File: src/design/lane_pkg.sv
/*
  Shared sizes, vector types and command formats of the vector lane.
  Every lane module pulls these in with a wildcard import in its header.
*/
`default_nettype none

package lane_pkg;

  // Lane geometry
  localparam int unsigned NrBanks    = 4;
  localparam int unsigned NrVRegs    = 8;
  localparam int unsigned MaxVl      = 16;
  localparam int unsigned NrVInsn    = 4;
  localparam int unsigned NrOpQueues = 2;
  localparam int unsigned QueueDepth = 4;
  localparam int unsigned NrMasters  = 4;
  localparam int unsigned ElemWidth  = 32;

  // Derived sizes
  localparam int unsigned BankBits  = $clog2(NrBanks);
  localparam int unsigned ElemBits  = $clog2(MaxVl);
  localparam int unsigned BankDepth = NrVRegs * MaxVl / NrBanks;

  // Arbiter master slots after the two operand requesters
  localparam int unsigned MstAlu = NrOpQueues;
  localparam int unsigned MstLd  = NrOpQueues + 1;

  typedef logic [ElemWidth-1:0]                   elem_t;
  // Register number in the high bits, element index below, bank in the low 2 bits
  typedef logic [$clog2(NrVRegs * MaxVl)-1:0]     vaddr_t;
  typedef logic [$clog2(BankDepth)-1:0]           baddr_t;
  typedef logic [$clog2(NrVRegs)-1:0]             vreg_t;
  typedef logic [$clog2(MaxVl + 1)-1:0]           vlen_t;
  typedef logic [$clog2(NrVInsn)-1:0]             vid_t;
  typedef logic [$clog2(NrMasters)-1:0]           mst_idx_t;
  typedef logic [$clog2(QueueDepth)-1:0]          qptr_t;
  typedef logic [$clog2(QueueDepth + 1)-1:0]      qcnt_t;

  typedef enum logic [1:0] {
    ADD,
    SUB,
    XOR,
    AND
  } alu_op_e;

  typedef enum logic {
    OPQ_A,
    OPQ_B
  } opqueue_e;

  // Instruction as seen on the command port
  typedef struct packed {
    alu_op_e op;
    vreg_t   vd;
    vreg_t   vs1;
    vreg_t   vs2;
    vlen_t   vl;
  } vinsn_t;

  // One operand stream for a requester
  typedef struct packed {
    vid_t               id;
    vreg_t              vs;
    vlen_t              vl;
    logic [NrVInsn-1:0] hazard;
  } opreq_cmd_t;

  typedef struct packed {
    vid_t    id;
    alu_op_e op;
    vreg_t   vd;
    vlen_t   vl;
  } alu_cmd_t;

  // Bank access, tgt only matters for reads
  typedef struct packed {
    baddr_t   baddr;
    logic     wen;
    elem_t    wdata;
    opqueue_e tgt;
  } vrf_req_t;

endpackage

`default_nettype wire

File: src/design/lane_sequencer.sv
/*
  Front end of the lane. Accepts instructions, hands out instruction ids,
  records each destination register and builds the read-after-write hazard
  masks. Issues one command per operand queue plus one to the ALU.
*/
`timescale 1ns/1ps
`default_nettype none

module lane_sequencer import lane_pkg::*; (
  input  logic                              clk_i,
  input  logic                              rst_ni,
  input  logic                              insn_valid_i,
  output logic                              insn_ready_o,
  input  vinsn_t                            insn_i,
  output opreq_cmd_t [NrOpQueues-1:0]       opreq_o,
  output logic       [NrOpQueues-1:0]       opreq_valid_o,
  input  logic       [NrOpQueues-1:0]       opreq_ready_i,
  output alu_cmd_t                          alu_cmd_o,
  output logic                              alu_cmd_valid_o,
  input  logic                              alu_cmd_ready_i,
  input  logic                              done_valid_i,
  input  vid_t                              done_id_i,
  output logic       [NrVInsn-1:0]          vinsn_running_o
);

  logic [NrVInsn-1:0] running_q;
  vreg_t              vd_q [NrVInsn];
  logic [NrVInsn-1:0] haz_vs1, haz_vs2;
  logic               has_free, accept;
  vid_t               free_id;

  opreq_cmd_t [NrOpQueues-1:0] opreq_q;
  logic       [NrOpQueues-1:0] opreq_valid_q;
  alu_cmd_t                    alu_cmd_q;
  logic                        alu_valid_q;

  always_comb begin
    has_free = 1'b0;
    free_id  = '0;
    // Lowest free id wins
    for (int i = NrVInsn - 1; i >= 0; i--) begin
      if (!running_q[i]) begin
        has_free = 1'b1;
        free_id  = vid_t'(i);
      end
    end
    // Running producers of either source register
    for (int i = 0; i < NrVInsn; i++) begin
      haz_vs1[i] = running_q[i] && (vd_q[i] == insn_i.vs1);
      haz_vs2[i] = running_q[i] && (vd_q[i] == insn_i.vs2);
    end
  end

  // Only take a new instruction once every downstream slot has drained
  assign insn_ready_o = has_free && !(|opreq_valid_q) && !alu_valid_q;
  assign accept       = insn_valid_i && insn_ready_o;

  always_ff @(posedge clk_i or negedge rst_ni) begin
    if (!rst_ni) begin
      running_q     <= '0;
      opreq_valid_q <= '0;
      alu_valid_q   <= 1'b0;
    end else begin
      for (int q = 0; q < NrOpQueues; q++) begin
        if (opreq_ready_i[q]) begin
          opreq_valid_q[q] <= 1'b0;
        end
      end
      if (alu_cmd_ready_i) begin
        alu_valid_q <= 1'b0;
      end
      if (done_valid_i) begin
        running_q[done_id_i] <= 1'b0;
      end
      // New id is never the one being freed, it comes from the idle set
      if (accept) begin
        running_q[free_id] <= 1'b1;
        opreq_valid_q      <= '1;
        alu_valid_q        <= 1'b1;
      end
    end
  end

  always_ff @(posedge clk_i) begin
    if (accept) begin
      vd_q[free_id]  <= insn_i.vd;
      opreq_q[OPQ_A] <= '{id: free_id, vs: insn_i.vs1, vl: insn_i.vl, hazard: haz_vs1};
      opreq_q[OPQ_B] <= '{id: free_id, vs: insn_i.vs2, vl: insn_i.vl, hazard: haz_vs2};
      alu_cmd_q      <= '{id: free_id, op: insn_i.op, vd: insn_i.vd, vl: insn_i.vl};
    end
  end

  assign opreq_o         = opreq_q;
  assign opreq_valid_o   = opreq_valid_q;
  assign alu_cmd_o       = alu_cmd_q;
  assign alu_cmd_valid_o = alu_valid_q;
  assign vinsn_running_o = running_q;

  // ALU may only retire an instruction that this block issued
  a_done_running: assert property (@(posedge clk_i) disable iff (!rst_ni)
    done_valid_i |-> running_q[done_id_i]);

endmodule

`default_nettype wire

File: src/design/operand_requester.sv
/*
  Reads vector operands element by element out of the banked VRF, one
  request engine per operand queue, and arbitrates every bank between the
  two readers, the ALU result path and the external load port.
  Readers that depend on a running instruction advance no faster than it writes.
*/
`timescale 1ns/1ps
`default_nettype none

module operand_requester import lane_pkg::*; (
  input  logic                              clk_i,
  input  logic                              rst_ni,
  input  opreq_cmd_t [NrOpQueues-1:0]       opreq_i,
  input  logic       [NrOpQueues-1:0]       opreq_valid_i,
  output logic       [NrOpQueues-1:0]       opreq_ready_o,
  input  logic       [NrVInsn-1:0]          vinsn_running_i,
  input  logic       [NrOpQueues-1:0]       queue_ready_i,
  output logic       [NrOpQueues-1:0]       operand_issued_o,
  input  logic                              alu_req_i,
  input  vid_t                              alu_id_i,
  input  vaddr_t                            alu_addr_i,
  input  elem_t                             alu_wdata_i,
  output logic                              alu_gnt_o,
  input  logic                              ld_req_i,
  input  vaddr_t                            ld_addr_i,
  input  elem_t                             ld_wdata_i,
  output logic                              ld_gnt_o,
  output logic       [NrBanks-1:0]          vrf_req_o,
  output vrf_req_t   [NrBanks-1:0]          vrf_payload_o
);

  typedef enum logic {
    IDLE,
    REQUESTING
  } req_state_e;

  // Row per master, column per bank
  logic     [NrMasters-1:0][NrBanks-1:0] mreq;
  logic     [NrMasters-1:0][NrBanks-1:0] mgnt;
  vrf_req_t [NrMasters-1:0]              mpayload;

  // Instructions that got a result into the VRF last cycle
  logic [NrVInsn-1:0] written_q;

  always_ff @(posedge clk_i or negedge rst_ni) begin
    if (!rst_ni) begin
      written_q <= '0;
    end else begin
      written_q <= NrVInsn'(alu_gnt_o) << alu_id_i;
    end
  end

  for (genvar q = 0; q < NrOpQueues; q++) begin : gen_requester
    req_state_e         state_q, state_d;
    vaddr_t             addr_q, addr_d;
    vlen_t              len_q, len_d;
    logic [NrVInsn-1:0] haz_q, haz_d;
    logic [NrBanks-1:0] req_b;
    logic               stall, issued_q;

    // Wait on any producer that wrote nothing last cycle
    assign stall = |(haz_q & vinsn_running_i & ~written_q);

    assign opreq_ready_o[q]    = (state_q == IDLE);
    assign operand_issued_o[q] = issued_q;
    assign mreq[q]             = req_b;
    assign mpayload[q]         = '{baddr: baddr_t'(addr_q >> BankBits), wen: 1'b0,
                                   wdata: '0, tgt: opqueue_e'(q)};

    always_comb begin
      state_d = state_q;
      addr_d  = addr_q;
      len_d   = len_q;
      // Producers that finished drop out of the mask
      haz_d   = haz_q & vinsn_running_i;
      req_b   = '0;
      case (state_q)
        IDLE: begin
          if (opreq_valid_i[q]) begin
            addr_d = vaddr_t'(opreq_i[q].vs) << ElemBits;
            len_d  = opreq_i[q].vl;
            haz_d  = opreq_i[q].hazard;
            // Zero-length operand needs no reads at all
            if (opreq_i[q].vl != '0) begin
              state_d = REQUESTING;
            end
          end
        end
        REQUESTING: begin
          req_b[addr_q[BankBits-1:0]] = queue_ready_i[q] && !stall;
          // Arbiters grant in the same cycle
          if (|mgnt[q]) begin
            addr_d = addr_q + 1'b1;
            len_d  = len_q - 1'b1;
            if (len_q == vlen_t'(1)) begin
              state_d = IDLE;
            end
          end
        end
        default: state_d = IDLE;
      endcase
    end

    always_ff @(posedge clk_i or negedge rst_ni) begin
      if (!rst_ni) begin
        state_q  <= IDLE;
        addr_q   <= '0;
        len_q    <= '0;
        haz_q    <= '0;
        issued_q <= 1'b0;
      end else begin
        state_q  <= state_d;
        addr_q   <= addr_d;
        len_q    <= len_d;
        haz_q    <= haz_d;
        // Lines up with the read data leaving the VRF
        issued_q <= |mgnt[q];
      end
    end

    // Requester with no elements left to read stays off the banks
    a_idle_no_req: assert property (@(posedge clk_i) disable iff (!rst_ni)
      (len_q == '0) |-> (mreq[q] == '0));
  end

  // Writers target the bank picked by the low address bits
  assign mreq[MstAlu]     = NrBanks'(alu_req_i) << alu_addr_i[BankBits-1:0];
  assign mreq[MstLd]      = NrBanks'(ld_req_i) << ld_addr_i[BankBits-1:0];
  assign mpayload[MstAlu] = '{baddr: baddr_t'(alu_addr_i >> BankBits), wen: 1'b1,
                              wdata: alu_wdata_i, tgt: OPQ_A};
  assign mpayload[MstLd]  = '{baddr: baddr_t'(ld_addr_i >> BankBits), wen: 1'b1,
                              wdata: ld_wdata_i, tgt: OPQ_A};
  assign alu_gnt_o        = |mgnt[MstAlu];
  assign ld_gnt_o         = |mgnt[MstLd];

  for (genvar b = 0; b < NrBanks; b++) begin : gen_bank_arb
    logic [NrMasters-1:0] breq;
    mst_idx_t             ptr_q, win, cand;

    for (genvar m = 0; m < NrMasters; m++) begin : gen_master
      assign breq[m]    = mreq[m][b];
      assign mgnt[m][b] = breq[m] && (win == mst_idx_t'(m));
    end

    // Round robin, search starts at the slot after the last winner
    always_comb begin
      win  = ptr_q;
      cand = ptr_q;
      for (int k = NrMasters - 1; k >= 0; k--) begin
        cand = ptr_q + mst_idx_t'(k);
        if (breq[cand]) begin
          win = cand;
        end
      end
    end

    always_ff @(posedge clk_i or negedge rst_ni) begin
      if (!rst_ni) begin
        ptr_q <= '0;
      end else if (|breq) begin
        ptr_q <= win + 1'b1;
      end
    end

    assign vrf_req_o[b]     = |breq;
    assign vrf_payload_o[b] = mpayload[win];
  end

  for (genvar m = 0; m < NrMasters; m++) begin : gen_gnt_check
    a_one_gnt: assert property (@(posedge clk_i) disable iff (!rst_ni)
      $onehot0(mgnt[m]));
  end

endmodule

`default_nettype wire

File: src/design/vrf.sv
/*
  Banked vector register file. Each bank takes one access per cycle.
  Writes land on the clock edge, reads come back one cycle later and
  are routed to the operand queue named in the request.
*/
`timescale 1ns/1ps
`default_nettype none

module vrf import lane_pkg::*; (
  input  logic                          clk_i,
  input  logic                          rst_ni,
  input  logic     [NrBanks-1:0]        vrf_req_i,
  input  vrf_req_t [NrBanks-1:0]        vrf_payload_i,
  output elem_t    [NrOpQueues-1:0]     rdata_o,
  output logic     [NrOpQueues-1:0]     rvalid_o
);

  elem_t                              mem_q [NrBanks][BankDepth];
  elem_t    [NrBanks-1:0]             rd_data_q;
  opqueue_e [NrBanks-1:0]             rd_tgt_q;
  logic     [NrBanks-1:0]             rd_valid_q;
  logic     [NrOpQueues-1:0][NrBanks-1:0] hit;

  always_ff @(posedge clk_i) begin
    for (int b = 0; b < NrBanks; b++) begin
      if (vrf_req_i[b] && vrf_payload_i[b].wen) begin
        mem_q[b][vrf_payload_i[b].baddr] <= vrf_payload_i[b].wdata;
      end
      rd_data_q[b] <= mem_q[b][vrf_payload_i[b].baddr];
      rd_tgt_q[b]  <= vrf_payload_i[b].tgt;
    end
  end

  always_ff @(posedge clk_i or negedge rst_ni) begin
    if (!rst_ni) begin
      rd_valid_q <= '0;
    end else begin
      for (int b = 0; b < NrBanks; b++) begin
        rd_valid_q[b] <= vrf_req_i[b] && !vrf_payload_i[b].wen;
      end
    end
  end

  // Steer each returning bank to its queue
  always_comb begin
    rvalid_o = '0;
    rdata_o  = '0;
    for (int q = 0; q < NrOpQueues; q++) begin
      for (int b = 0; b < NrBanks; b++) begin
        hit[q][b] = rd_valid_q[b] && (rd_tgt_q[b] == opqueue_e'(q));
        if (hit[q][b]) begin
          rvalid_o[q] = 1'b1;
          rdata_o[q]  = rd_data_q[b];
        end
      end
    end
  end

  // Each requester issues at most one read per cycle
  for (genvar q = 0; q < NrOpQueues; q++) begin : gen_route_check
    a_one_bank: assert property (@(posedge clk_i) disable iff (!rst_ni)
      $onehot0(hit[q]));
  end

endmodule

`default_nettype wire

File: src/design/operand_queue.sv
/*
  Operand FIFO between the VRF and the ALU. Ready towards the requester
  accounts for the read that is still on its way back from the banks,
  so a granted read always finds a free slot.
*/
`timescale 1ns/1ps
`default_nettype none

module operand_queue import lane_pkg::*; (
  input  logic  clk_i,
  input  logic  rst_ni,
  input  logic  issued_i,
  input  logic  wvalid_i,
  input  elem_t wdata_i,
  output logic  ready_o,
  output logic  valid_o,
  output elem_t data_o,
  input  logic  pop_i
);

  elem_t buf_q [QueueDepth];
  qptr_t wptr_q, rptr_q;
  qcnt_t cnt_q;
  logic  pop;

  // At most one read in flight, flagged by issued_i until it is counted
  assign ready_o = (int'(cnt_q) + int'(issued_i)) < QueueDepth;
  assign valid_o = (cnt_q != '0);
  assign data_o  = buf_q[rptr_q];
  assign pop     = pop_i && valid_o;

  always_ff @(posedge clk_i) begin
    if (wvalid_i) begin
      buf_q[wptr_q] <= wdata_i;
    end
  end

  always_ff @(posedge clk_i or negedge rst_ni) begin
    if (!rst_ni) begin
      wptr_q <= '0;
      rptr_q <= '0;
      cnt_q  <= '0;
    end else begin
      // Pointers wrap on their own, depth is a power of two
      if (wvalid_i) begin
        wptr_q <= wptr_q + 1'b1;
      end
      if (pop) begin
        rptr_q <= rptr_q + 1'b1;
      end
      cnt_q <= cnt_q + qcnt_t'(wvalid_i) - qcnt_t'(pop);
    end
  end

  // Space must have been reserved when the read was granted
  a_no_overflow: assert property (@(posedge clk_i) disable iff (!rst_ni)
    wvalid_i |-> (int'(cnt_q) < QueueDepth));

endmodule

`default_nettype wire

File: src/design/lane_alu.sv
/*
  Element-wise ALU. Takes one command at a time, pops both operand
  queues together and keeps one registered result that waits for its
  VRF grant. Done goes out with the grant of the last element, or right
  away for a zero-length instruction.
*/
`timescale 1ns/1ps
`default_nettype none

module lane_alu import lane_pkg::*; (
  input  logic     clk_i,
  input  logic     rst_ni,
  input  alu_cmd_t cmd_i,
  input  logic     cmd_valid_i,
  output logic     cmd_ready_o,
  input  logic     a_valid_i,
  input  elem_t    a_i,
  output logic     a_pop_o,
  input  logic     b_valid_i,
  input  elem_t    b_i,
  output logic     b_pop_o,
  output logic     res_req_o,
  output vid_t     res_id_o,
  output vaddr_t   res_addr_o,
  output elem_t    res_wdata_o,
  input  logic     res_gnt_i,
  output logic     done_valid_o,
  output vid_t     done_id_o
);

  alu_cmd_t cmd_q;
  logic     busy_q, res_valid_q, res_last_q;
  vlen_t    pop_cnt_q;
  vaddr_t   res_addr_q;
  elem_t    res_q;
  logic     accept, fire, res_free, last_wr;

  function automatic elem_t alu_eval(alu_op_e op, elem_t a, elem_t b);
    case (op)
      ADD:     return a + b;
      SUB:     return a - b;
      XOR:     return a ^ b;
      default: return a & b;
    endcase
  endfunction

  assign cmd_ready_o = !busy_q;
  assign accept      = cmd_valid_i && !busy_q;
  // Result slot frees up in the cycle its grant arrives
  assign res_free    = !res_valid_q || res_gnt_i;
  assign fire        = busy_q && (pop_cnt_q < cmd_q.vl) && a_valid_i && b_valid_i && res_free;
  assign a_pop_o     = fire;
  assign b_pop_o     = fire;
  assign last_wr     = res_valid_q && res_gnt_i && res_last_q;

  assign done_valid_o = last_wr || (accept && (cmd_i.vl == '0));
  assign done_id_o    = busy_q ? cmd_q.id : cmd_i.id;

  assign res_req_o   = res_valid_q;
  assign res_id_o    = cmd_q.id;
  assign res_addr_o  = res_addr_q;
  assign res_wdata_o = res_q;

  always_ff @(posedge clk_i or negedge rst_ni) begin
    if (!rst_ni) begin
      busy_q      <= 1'b0;
      pop_cnt_q   <= '0;
      res_valid_q <= 1'b0;
    end else begin
      if (accept) begin
        busy_q    <= (cmd_i.vl != '0);
        pop_cnt_q <= '0;
      end else if (last_wr) begin
        busy_q <= 1'b0;
      end
      if (fire) begin
        pop_cnt_q   <= pop_cnt_q + 1'b1;
        res_valid_q <= 1'b1;
      end else if (res_gnt_i) begin
        res_valid_q <= 1'b0;
      end
    end
  end

  always_ff @(posedge clk_i) begin
    if (accept) begin
      cmd_q <= cmd_i;
    end
    if (fire) begin
      res_q      <= alu_eval(cmd_q.op, a_i, b_i);
      res_addr_q <= {cmd_q.vd, pop_cnt_q[ElemBits-1:0]};
      res_last_q <= (pop_cnt_q == cmd_q.vl - 1'b1);
    end
  end

endmodule

`default_nettype wire

File: src/design/lane_top.sv
/*
  One lane of the vector unit. Sequencer, operand requester, VRF, the
  two operand queues and the ALU, with ALU results looping back into
  the bank arbiters. Every granted ALU write shows up on the wb_ port.
*/
`timescale 1ns/1ps
`default_nettype none

module lane_top import lane_pkg::*; (
  input  logic   clk_i,
  input  logic   rst_ni,
  input  logic   insn_valid_i,
  output logic   insn_ready_o,
  input  vinsn_t insn_i,
  input  logic   ld_req_i,
  input  vaddr_t ld_addr_i,
  input  elem_t  ld_data_i,
  output logic   ld_gnt_o,
  output logic   wb_valid_o,
  output vaddr_t wb_addr_o,
  output elem_t  wb_data_o
);

  opreq_cmd_t [NrOpQueues-1:0] opreq;
  logic       [NrOpQueues-1:0] opreq_valid, opreq_ready;
  alu_cmd_t                    alu_cmd;
  logic                        alu_cmd_valid, alu_cmd_ready;
  logic                        done_valid;
  vid_t                        done_id;
  logic       [NrVInsn-1:0]    vinsn_running;

  logic       [NrOpQueues-1:0] queue_ready, operand_issued;
  logic       [NrBanks-1:0]    vrf_req;
  vrf_req_t   [NrBanks-1:0]    vrf_payload;
  elem_t      [NrOpQueues-1:0] rdata, opq_data;
  logic       [NrOpQueues-1:0] rvalid, opq_valid, opq_pop;

  logic   alu_req, alu_gnt;
  vid_t   alu_id;
  vaddr_t alu_addr;
  elem_t  alu_wdata;

  lane_sequencer i_sequencer (
    .clk_i, .rst_ni, .insn_valid_i, .insn_ready_o, .insn_i,
    .opreq_o        (opreq),
    .opreq_valid_o  (opreq_valid),
    .opreq_ready_i  (opreq_ready),
    .alu_cmd_o      (alu_cmd),
    .alu_cmd_valid_o(alu_cmd_valid),
    .alu_cmd_ready_i(alu_cmd_ready),
    .done_valid_i   (done_valid),
    .done_id_i      (done_id),
    .vinsn_running_o(vinsn_running)
  );

  operand_requester i_requester (
    .clk_i, .rst_ni, .ld_req_i, .ld_addr_i, .ld_gnt_o,
    .opreq_i         (opreq),
    .opreq_valid_i   (opreq_valid),
    .opreq_ready_o   (opreq_ready),
    .vinsn_running_i (vinsn_running),
    .queue_ready_i   (queue_ready),
    .operand_issued_o(operand_issued),
    .alu_req_i       (alu_req),
    .alu_id_i        (alu_id),
    .alu_addr_i      (alu_addr),
    .alu_wdata_i     (alu_wdata),
    .alu_gnt_o       (alu_gnt),
    .ld_wdata_i      (ld_data_i),
    .vrf_req_o       (vrf_req),
    .vrf_payload_o   (vrf_payload)
  );

  vrf i_vrf (
    .clk_i, .rst_ni,
    .vrf_req_i    (vrf_req),
    .vrf_payload_i(vrf_payload),
    .rdata_o      (rdata),
    .rvalid_o     (rvalid)
  );

  for (genvar q = 0; q < NrOpQueues; q++) begin : gen_opq
    operand_queue i_opq (
      .clk_i, .rst_ni,
      .issued_i(operand_issued[q]),
      .wvalid_i(rvalid[q]),
      .wdata_i (rdata[q]),
      .ready_o (queue_ready[q]),
      .valid_o (opq_valid[q]),
      .data_o  (opq_data[q]),
      .pop_i   (opq_pop[q])
    );
  end

  // Queue A carries vs1, queue B carries vs2
  lane_alu i_alu (
    .clk_i, .rst_ni,
    .cmd_i       (alu_cmd),
    .cmd_valid_i (alu_cmd_valid),
    .cmd_ready_o (alu_cmd_ready),
    .a_valid_i   (opq_valid[OPQ_A]),
    .a_i         (opq_data[OPQ_A]),
    .a_pop_o     (opq_pop[OPQ_A]),
    .b_valid_i   (opq_valid[OPQ_B]),
    .b_i         (opq_data[OPQ_B]),
    .b_pop_o     (opq_pop[OPQ_B]),
    .res_req_o   (alu_req),
    .res_id_o    (alu_id),
    .res_addr_o  (alu_addr),
    .res_wdata_o (alu_wdata),
    .res_gnt_i   (alu_gnt),
    .done_valid_o(done_valid),
    .done_id_o   (done_id)
  );

  assign wb_valid_o = alu_req && alu_gnt;
  assign wb_addr_o  = alu_addr;
  assign wb_data_o  = alu_wdata;

endmodule

`default_nettype wire

File: config.mk
export PLATFORM = sky130hd
export DESIGN_NAME = lane_top
export DESIGN_NICKNAME = d
export VERILOG_FILES = /design/src/design/lane_pkg.sv /design/src/design/lane_sequencer.sv /design/src/design/operand_requester.sv /design/src/design/vrf.sv /design/src/design/operand_queue.sv /design/src/design/lane_alu.sv /design/src/design/lane_top.sv
export SDC_FILE = /design/constraint.sdc
export NUM_CORES = 2
export LEC_CHECK = 0
export BUFFER_PORTS_ARGS = -buffer_cell sky130_fd_sc_hd__buf_2
export CORE_MARGIN = 2
export CORE_UTILIZATION = 60
export DETAILED_ROUTE_END_ITERATION = 8
export PLACE_DENSITY_LB_ADDON = 0.3
export SLEW_MARGIN = 20
export SYNTH_ARGS = -nofsm -noshare
export SYNTH_HDL_FRONTEND = slang
export SYNTH_MEMORY_MAX_BITS = 65536
export SYNTH_SLANG_ARGS = --single-unit
File: constraint.sdc
create_clock -name clk_i -period 18.5 [get_ports clk_i]
set_input_delay 0 -clock clk_i [delete_from_list [all_inputs] [get_ports clk_i]]
set_output_delay 0 -clock clk_i [all_outputs]
set_load 0.02 [all_outputs]
; ---- Yosys cells after proc, flatten, opt, wreduce, memory -nomap -nowiden
; Memories as Yosys holds them, arrays and structs flattened.
; Index checks and enable logic that the tools add are counted.
[word_totals]
regBits = 290
ramBits = 4364
wordCells = 450
mem_count = 4
[op_classes]
addsub = 34
n_lt_le_gt_ge = 39
n_eq_ne = 32
shift = 3
muxes = 164
bitwise = 22
reduce_logical = 100
[mem_list]
columns = memory, depth, width, rd, rd_ports_with_merged_regs, wr, line_no
row1 = i_vrf.mem_q, 4, 1024, 4, 0, 4, vrf.sv:18  ; elem_t mem_q [NrBanks][BankDepth];
row2 = gen_opq[0].i_opq.buf_q, 4, 32, 1, 0, 1, operand_queue.sv:21  ; elem_t buf_q [QueueDepth];
row3 = gen_opq[1].i_opq.buf_q, 4, 32, 1, 0, 1, operand_queue.sv:21
row4 = i_sequencer.vd_q, 4, 3, 4, 0, 1, lane_sequencer.sv:27  ; vreg_t vd_q [NrVInsn];
[op_table]
columns = operator, n
row1 = 1024-bit 2-to-1 mux, 4
row2 = 32-bit binary-select mux with 5-bit select, 4
row3 = 32-bit demux with 5-bit select, 4
row4 = 32-bit 2-to-1 mux, 20
row5 = 39-bit binary-select mux with 2-bit select, 4
row6 = 39-bit 2-to-1 mux, 4
row7 = 32-bit one-hot mux with 3 select lines, 1
row8 = "2-bit by 3-bit less-than comparator with 1-bit output, second input constant", 24
row9 = "32-bit by 3-bit less-than comparator with 1-bit output, second input constant", 2
row10 = 1-bit logical AND, 63
row11 = 1-bit 2-to-1 mux, 57
row12 = 2-bit 2-to-1 mux, 22
row13 = 4-bit OR reduction, 10
row14 = 32-bit adder, 1
row15 = 32-bit AND, 1
row16 = 1-bit binary-select mux with 2-bit select, 16
row17 = 4-bit 2-to-1 mux, 8
row18 = 32-bit subtractor, 1
row19 = 32-bit XOR, 1
row20 = 5-bit 2-to-1 mux, 6
row21 = 4-bit AND, 7
row22 = 7-bit 2-to-1 mux, 4
row23 = 7-bit one-hot mux with 2 select lines, 2
row24 = "2-bit by 1-bit adder with 2-bit output, second input constant", 12
row25 = 34 further kinds, 116

; ---- Logic depth before layout (Yosys ltp)
[logic_depth]
ltp_word = 22
depth_mapped = 24
ltp_nobuf = 22

; ---- Modules after synthesis
; Synthesis repeated with hierarchy kept, for this count alone.
[hier_totals]
hier_cells = 10700
hier_area_um2 = 184235.4
[modules_own_cells]
columns = mod, instances, cells_per_inst, area_per_inst_um2
row1 = vrf, 1, 8766, 160450.1
row2 = operand_queue, 2, 206, 5094.9
row3 = operand_requester, 1, 788, 6087.1
row4 = lane_alu, 1, 598, 5602.9
row5 = lane_sequencer, 1, 135, 1899.3
row6 = lane_top, 1, 1, 6.3

; ---- Worst setup path after synthesis
; No wires, ideal clock.
[synth_timing]
path_type = register to register
from = register gen_opq[1].i_opq.cnt_q[1]
to = memory i_vrf.mem_q[2][32] (netlist name), enable pin
setup_time_ns = 0.461
arrival_time_ns = 5.552
required_ns = 18.039
setup_slack_ns = 12.487
path_stages_with_launch = 15
path_buffers = 5
synth_period_minus_slack_ns = 6.013
cell_sequence = dfrtp_1 > ha_1 > o211a_1 > o22ai_2 > and4_1 > o22ai_1 > a222oi_1 > buf_4 > mux2i_1 > buf_2 > buf_2 > buf_2 > buf_1 > nand3_1 > nor3_1
[synth_lines]
columns = item, line_no
row1 = "start, declared", operand_queue.sv:23  ; qcnt_t cnt_q;
row2 = "start signal, assigned", operand_queue.sv:51  ; cnt_q <= cnt_q + qcnt_t'(wvalid_i) - qcnt_t'(pop);
row3 = "end, declared", vrf.sv:18

; ---- Worst setup path in the final report
[layout_timing]
from = register gen_opq[0].i_opq.cnt_q[1]
to = register i_vrf.rd_data_q[11] (netlist name)
[layout_via]
elab_chain_cells = 17
elab_cells_between_ends = 23
classes_between = add/sub (1) / order compare (1) / mux (18) / bitwise (2) / reduce/logical (1)
[layout_rtl]
columns = item, line_no
row1 = "start, declared", operand_queue.sv:23
row2 = "start signal, assigned", operand_queue.sv:51
row3 = 3-bit by 1-bit adder with 4-bit output (*), operand_queue.sv:27  ; assign ready_o = (int'(cnt_q) + int'(issued_i)) < QueueDepth;
row4 = 32-bit by 3-bit less-than comparator with 1-bit output (*), operand_queue.sv:27
row5 = 1-bit logical AND (*), operand_requester.sv:90  ; req_b[addr_q[BankBits-1:0]] = queue_ready_i[q] && !stall;
row6 = 4-bit AND (no line) (*), n/a
row7 = 4-bit 2-to-1 mux (*), operand_requester.sv:77  ; case (state_q)
row8 = 1-bit binary-select mux with 2-bit select, operand_requester.sv:151  ; if (breq[cand]) begin
row9 = 1-bit 2-to-1 mux (not written as such), operand_requester.sv:151
row10 = 2-bit 2-to-1 mux (3 in series), operand_requester.sv:151
row11 = 2-bit 2-to-1 mux (*), operand_requester.sv:151
row12 = 39-bit binary-select mux with 2-bit select (*), operand_requester.sv:166  ; assign vrf_payload_o[b] = mpayload[win];
row13 = 39-bit 2-to-1 mux (not written as such) (*), operand_requester.sv:166
row14 = 5-bit inverter with 6-bit output (not written as such) (*), vrf.sv:29  ; rd_data_q[b] <= mem_q[b][vrf_payload_i[b].baddr];
row15 = 32-bit binary-select mux with 5-bit select (*), vrf.sv:29
row16 = 32-bit 2-to-1 mux (not written as such) (*) (2 in series), vrf.sv:29
row17 = "end signal, assigned by index", vrf.sv:29
row18 = "end, declared", vrf.sv:19  ; elem_t [NrBanks-1:0] rd_data_q;
; Mark *: on every way between the ends. The rest lies on a longest branch, timed or not. The select of a mux whose other input is x is not followed.
; A chain may end at the register's enable or synchronous reset.

==> qor.yml <==
cp_num_buf_inv: 4
start_kind: "flop"
grt_max_degree: 173
htree_levels: 5
cts-root-buf: "clkbuf_16"
hpwl_um: 289000
io_buffers: 100
max_freq_mhz: 127
slowest_stage: "mux2_8"
yosys_warnings: 0
hp-class: "in -> reg"
routed_wl_um: 525000
num_io_pins: 101
path_delay_family: "buffers and inverters"
slew_headroom: 0.157
hold_viol_final: 0
yosysMostFrequentCell: "edfxtp_1"
synth_common_cells: "4442 x edfxtp_1, 859 x mux2i_1, 708 x mux4_2"
cp_cell_sequence: "ha_1 -> o211a_1 -> o22ai_2 -> nand4_1 -> o22ai_1 -> a2bb2oi_1 -> nand2_2 -> clkinv_2 -> mux2_8 -> buf_4 -> buf_6 -> buf_6 -> mux4_2 -> a22oi_1 -> nand4_1"
clkLatencyLatePin_ps: 1000
syn-cell-area_um2: 183000
setup_viol: 0
num_rows: 202
routed_via_density: 7.01
cts.reportedPaths.clkPinSlew_ps: 70
die_h_um: 557
numCtsBuffers: 442
num-fill-cells: 18700
gr-usage-all-layers: 0.338
yosys_register_bits: 4654
setup_tns_ps: 0
synth_top_area_frac: 0.728
tightest_slew_ps: 1260
synth_async_sr_flop_share: 0.0172
skew_ps: 89.2
die_w_um: 557
ctsResizeCount: 0
synthCells: 9719
ys_types: 97
required_ps: 19320
ys.flop_type: "edfxtp_1"
grt_overflow: 0
critPathCaptureType: "flop"
synth_edf_count: 4442
slew_violations: 0
avgRoutedWirePerCell_um: 36.3
drc: 0
yosysSeqAreaShare: 0.753
drtIter0Drc: 15600
vias: 101000
cap_viol_max_count: 0
antenna_left: 0
status: "complete, no violations"
drtPass1Iterations: 7
rsz0062_at_grt: "false"
grt_pass1_wl_um: 733000
drive_gt1_frac: 0.202
initial_utilization: 0.604
synth_top_area_cell: "edfxtp_1"
gp_congestion: 0.954
syn_area_per_cell_um2: 18.8
synth.area.top_cells: "edfxtp_1 73%, mux4_2 8.7%, mux2i_1 4.7%"
cp_slowest_stage_delay_ps: 980
fin_nets: 10300
design.die.area_um2: 310000
clockBufferDepth: 4
final.period_utilization: 0.425
grt_pass1_vias: 99100
worstPathArrival_ps: 8680
path_max_fanout: 72
syn-num-nets: 9894
path_class: "reg -> reg"
min_period_ps: 7860
cts.sinks: 4654
core-area_um2: 303000
area_delta_synth_final_pct: 12.3
cts_tree: "built"
grt_antenna_before_repair: 32
[final timing paths]
path                       slack, ps                 startpoint                                    end  cells after the start
hold reg to reg                  420   i_sequencer.alu_cmd_o[6]                         i_alu.cmd_q[6]                      0
hold / removal                    30               insn_valid_i                 i_sequencer.vd_q[0][0]                      3
setup reg to reg               10640  gen_opq[0].i_opq.cnt_q[1]                    i_vrf.rd_data_q[11]                     15
setup / recovery               10640  gen_opq[0].i_opq.cnt_q[1]                    i_vrf.rd_data_q[11]                     15
min in group asynchronous        100                     rst_ni  i_requester.gen_requester[0].len_q[4]                      4
max in group asynchronous      17620                     rst_ni             gen_opq[1].i_opq.rptr_q[0]                      4
[logic make-up (layout without fill, tap and decap cells)]
family                     Yosys count  in the layout  share of synthesized area
buffers and inverters              615           1365                     0.0159
xor gates and xnor gates            94             94                    0.00449
and+or+nand+nor                   1342           1342                     0.0343
muxes                             1592           1592                      0.136
DFF                               4654           4654                      0.753
adders and majority gates          116            116                    0.00805
other                                0             21                          0
AOI/OAI and AO/OA                 1306           1306                     0.0482
[area by class of cell]
| class | count | area, µm² | share of cell area |
|---|---|---|---|
| inverter | 76 | 287 | 0.00139 |
| sequential | 4654 | 138000 | 0.671 |
| clock buffer | 594 | 12100 | 0.0589 |
| tap | 3978 | 4980 | 0.0242 |
| antenna | 21 | 52.6 | 0.000255 |
| multi-input combinational | 4450 | 44300 | 0.216 |
| clock inverter | 231 | 2370 | 0.0115 |
| timing repair buffer | 464 | 3550 | 0.0173 |
[per-layer routing]
metal  GRT usage  wire length [µm]  part of all wire
met5     0.00266               212           0.00040
met4       0.180             33000             0.063
met3      0.0833             67300              0.13
met2       0.512            241000              0.46
met1       0.458            184000              0.35
[state kept, by name, summed over array words and instances (netlist names), 4 cells and up]
register                          flops
i_requester.gen_bank_arb.ptr_q        8
i_alu.res_wdata_o                    32
i_requester.gen_requester.addr_q     14
gen_opq.i_opq.buf_q                 256
i_requester.gen_requester.haz_q       8
i_vrf.rd_valid_q                      4
i_sequencer.alu_cmd_o                 7
i_vrf.rd_tgt_q                        4
i_sequencer.vd_q                     12
i_vrf.rd_data_q                     128
i_alu.pop_cnt_q                       5
i_vrf.mem_q                        4096
gen_opq.i_opq.rptr_q                  4
gen_opq.i_opq.cnt_q                   6
i_requester.written_q                 4
i_alu.res_addr_o                      7
i_sequencer.opreq_o                  19
i_sequencer.vinsn_running_o           4
gen_opq.i_opq.wptr_q                  4
i_requester.gen_requester.len_q      10
i_alu.cmd_q                          10
[worst reg2reg max path, stage by stage (launching register included)]
cell and delay (ps):
dfrtp_1 450, ha_1 270, o211a_1 270, o22ai_2 330, nand4_1 240, o22ai_1 260
a2bb2oi_1 130, nand2_2 560, clkinv_2 850, mux2_8 1010, buf_4 850, buf_6 700
buf_6 710, mux4_2 650, a22oi_1 270, nand4_1 170
[cell usage in the layout (no fill, tap or decap), types with 100 or more instances in the layout]
cell type  instances
edfxtp_1        4442
mux2i_1          854
mux4_2           708
nand2_1          485
clkbuf_16        445
a22oi_1          338
o22ai_1          294
buf_4            279
o21ai_0          177
nor2_4           168
nor2_1           147
a21oi_1          142
dfxtp_1          132
ha_1             113
clkbuf_1         106
nand4_1          100
[through the flow]
stage	worst slack [ps]	util	area, µm²	hold WS (ps)	cells
floorplan	12490	-	183000	-296	9719
global placement	10430	0.626	190000	-34.0	13500
detailed placement	10230	0.626	190000	-29.0	13500
CTS	10040	0.677	205000	12.5	14400
global route	10040	0.678	206000	74.9	14500
finish	10640	0.678	206000	33.6	14500
[timing repair]
action,in CTS,in global routing
hold buffers,73,0
endpoints found under the hold margin,2446,0
setup buffers,0,0
Power is left out: the tool's default activity adds up to more than one toggle a clock period on the data nets, which glitch-free logic cannot reach.
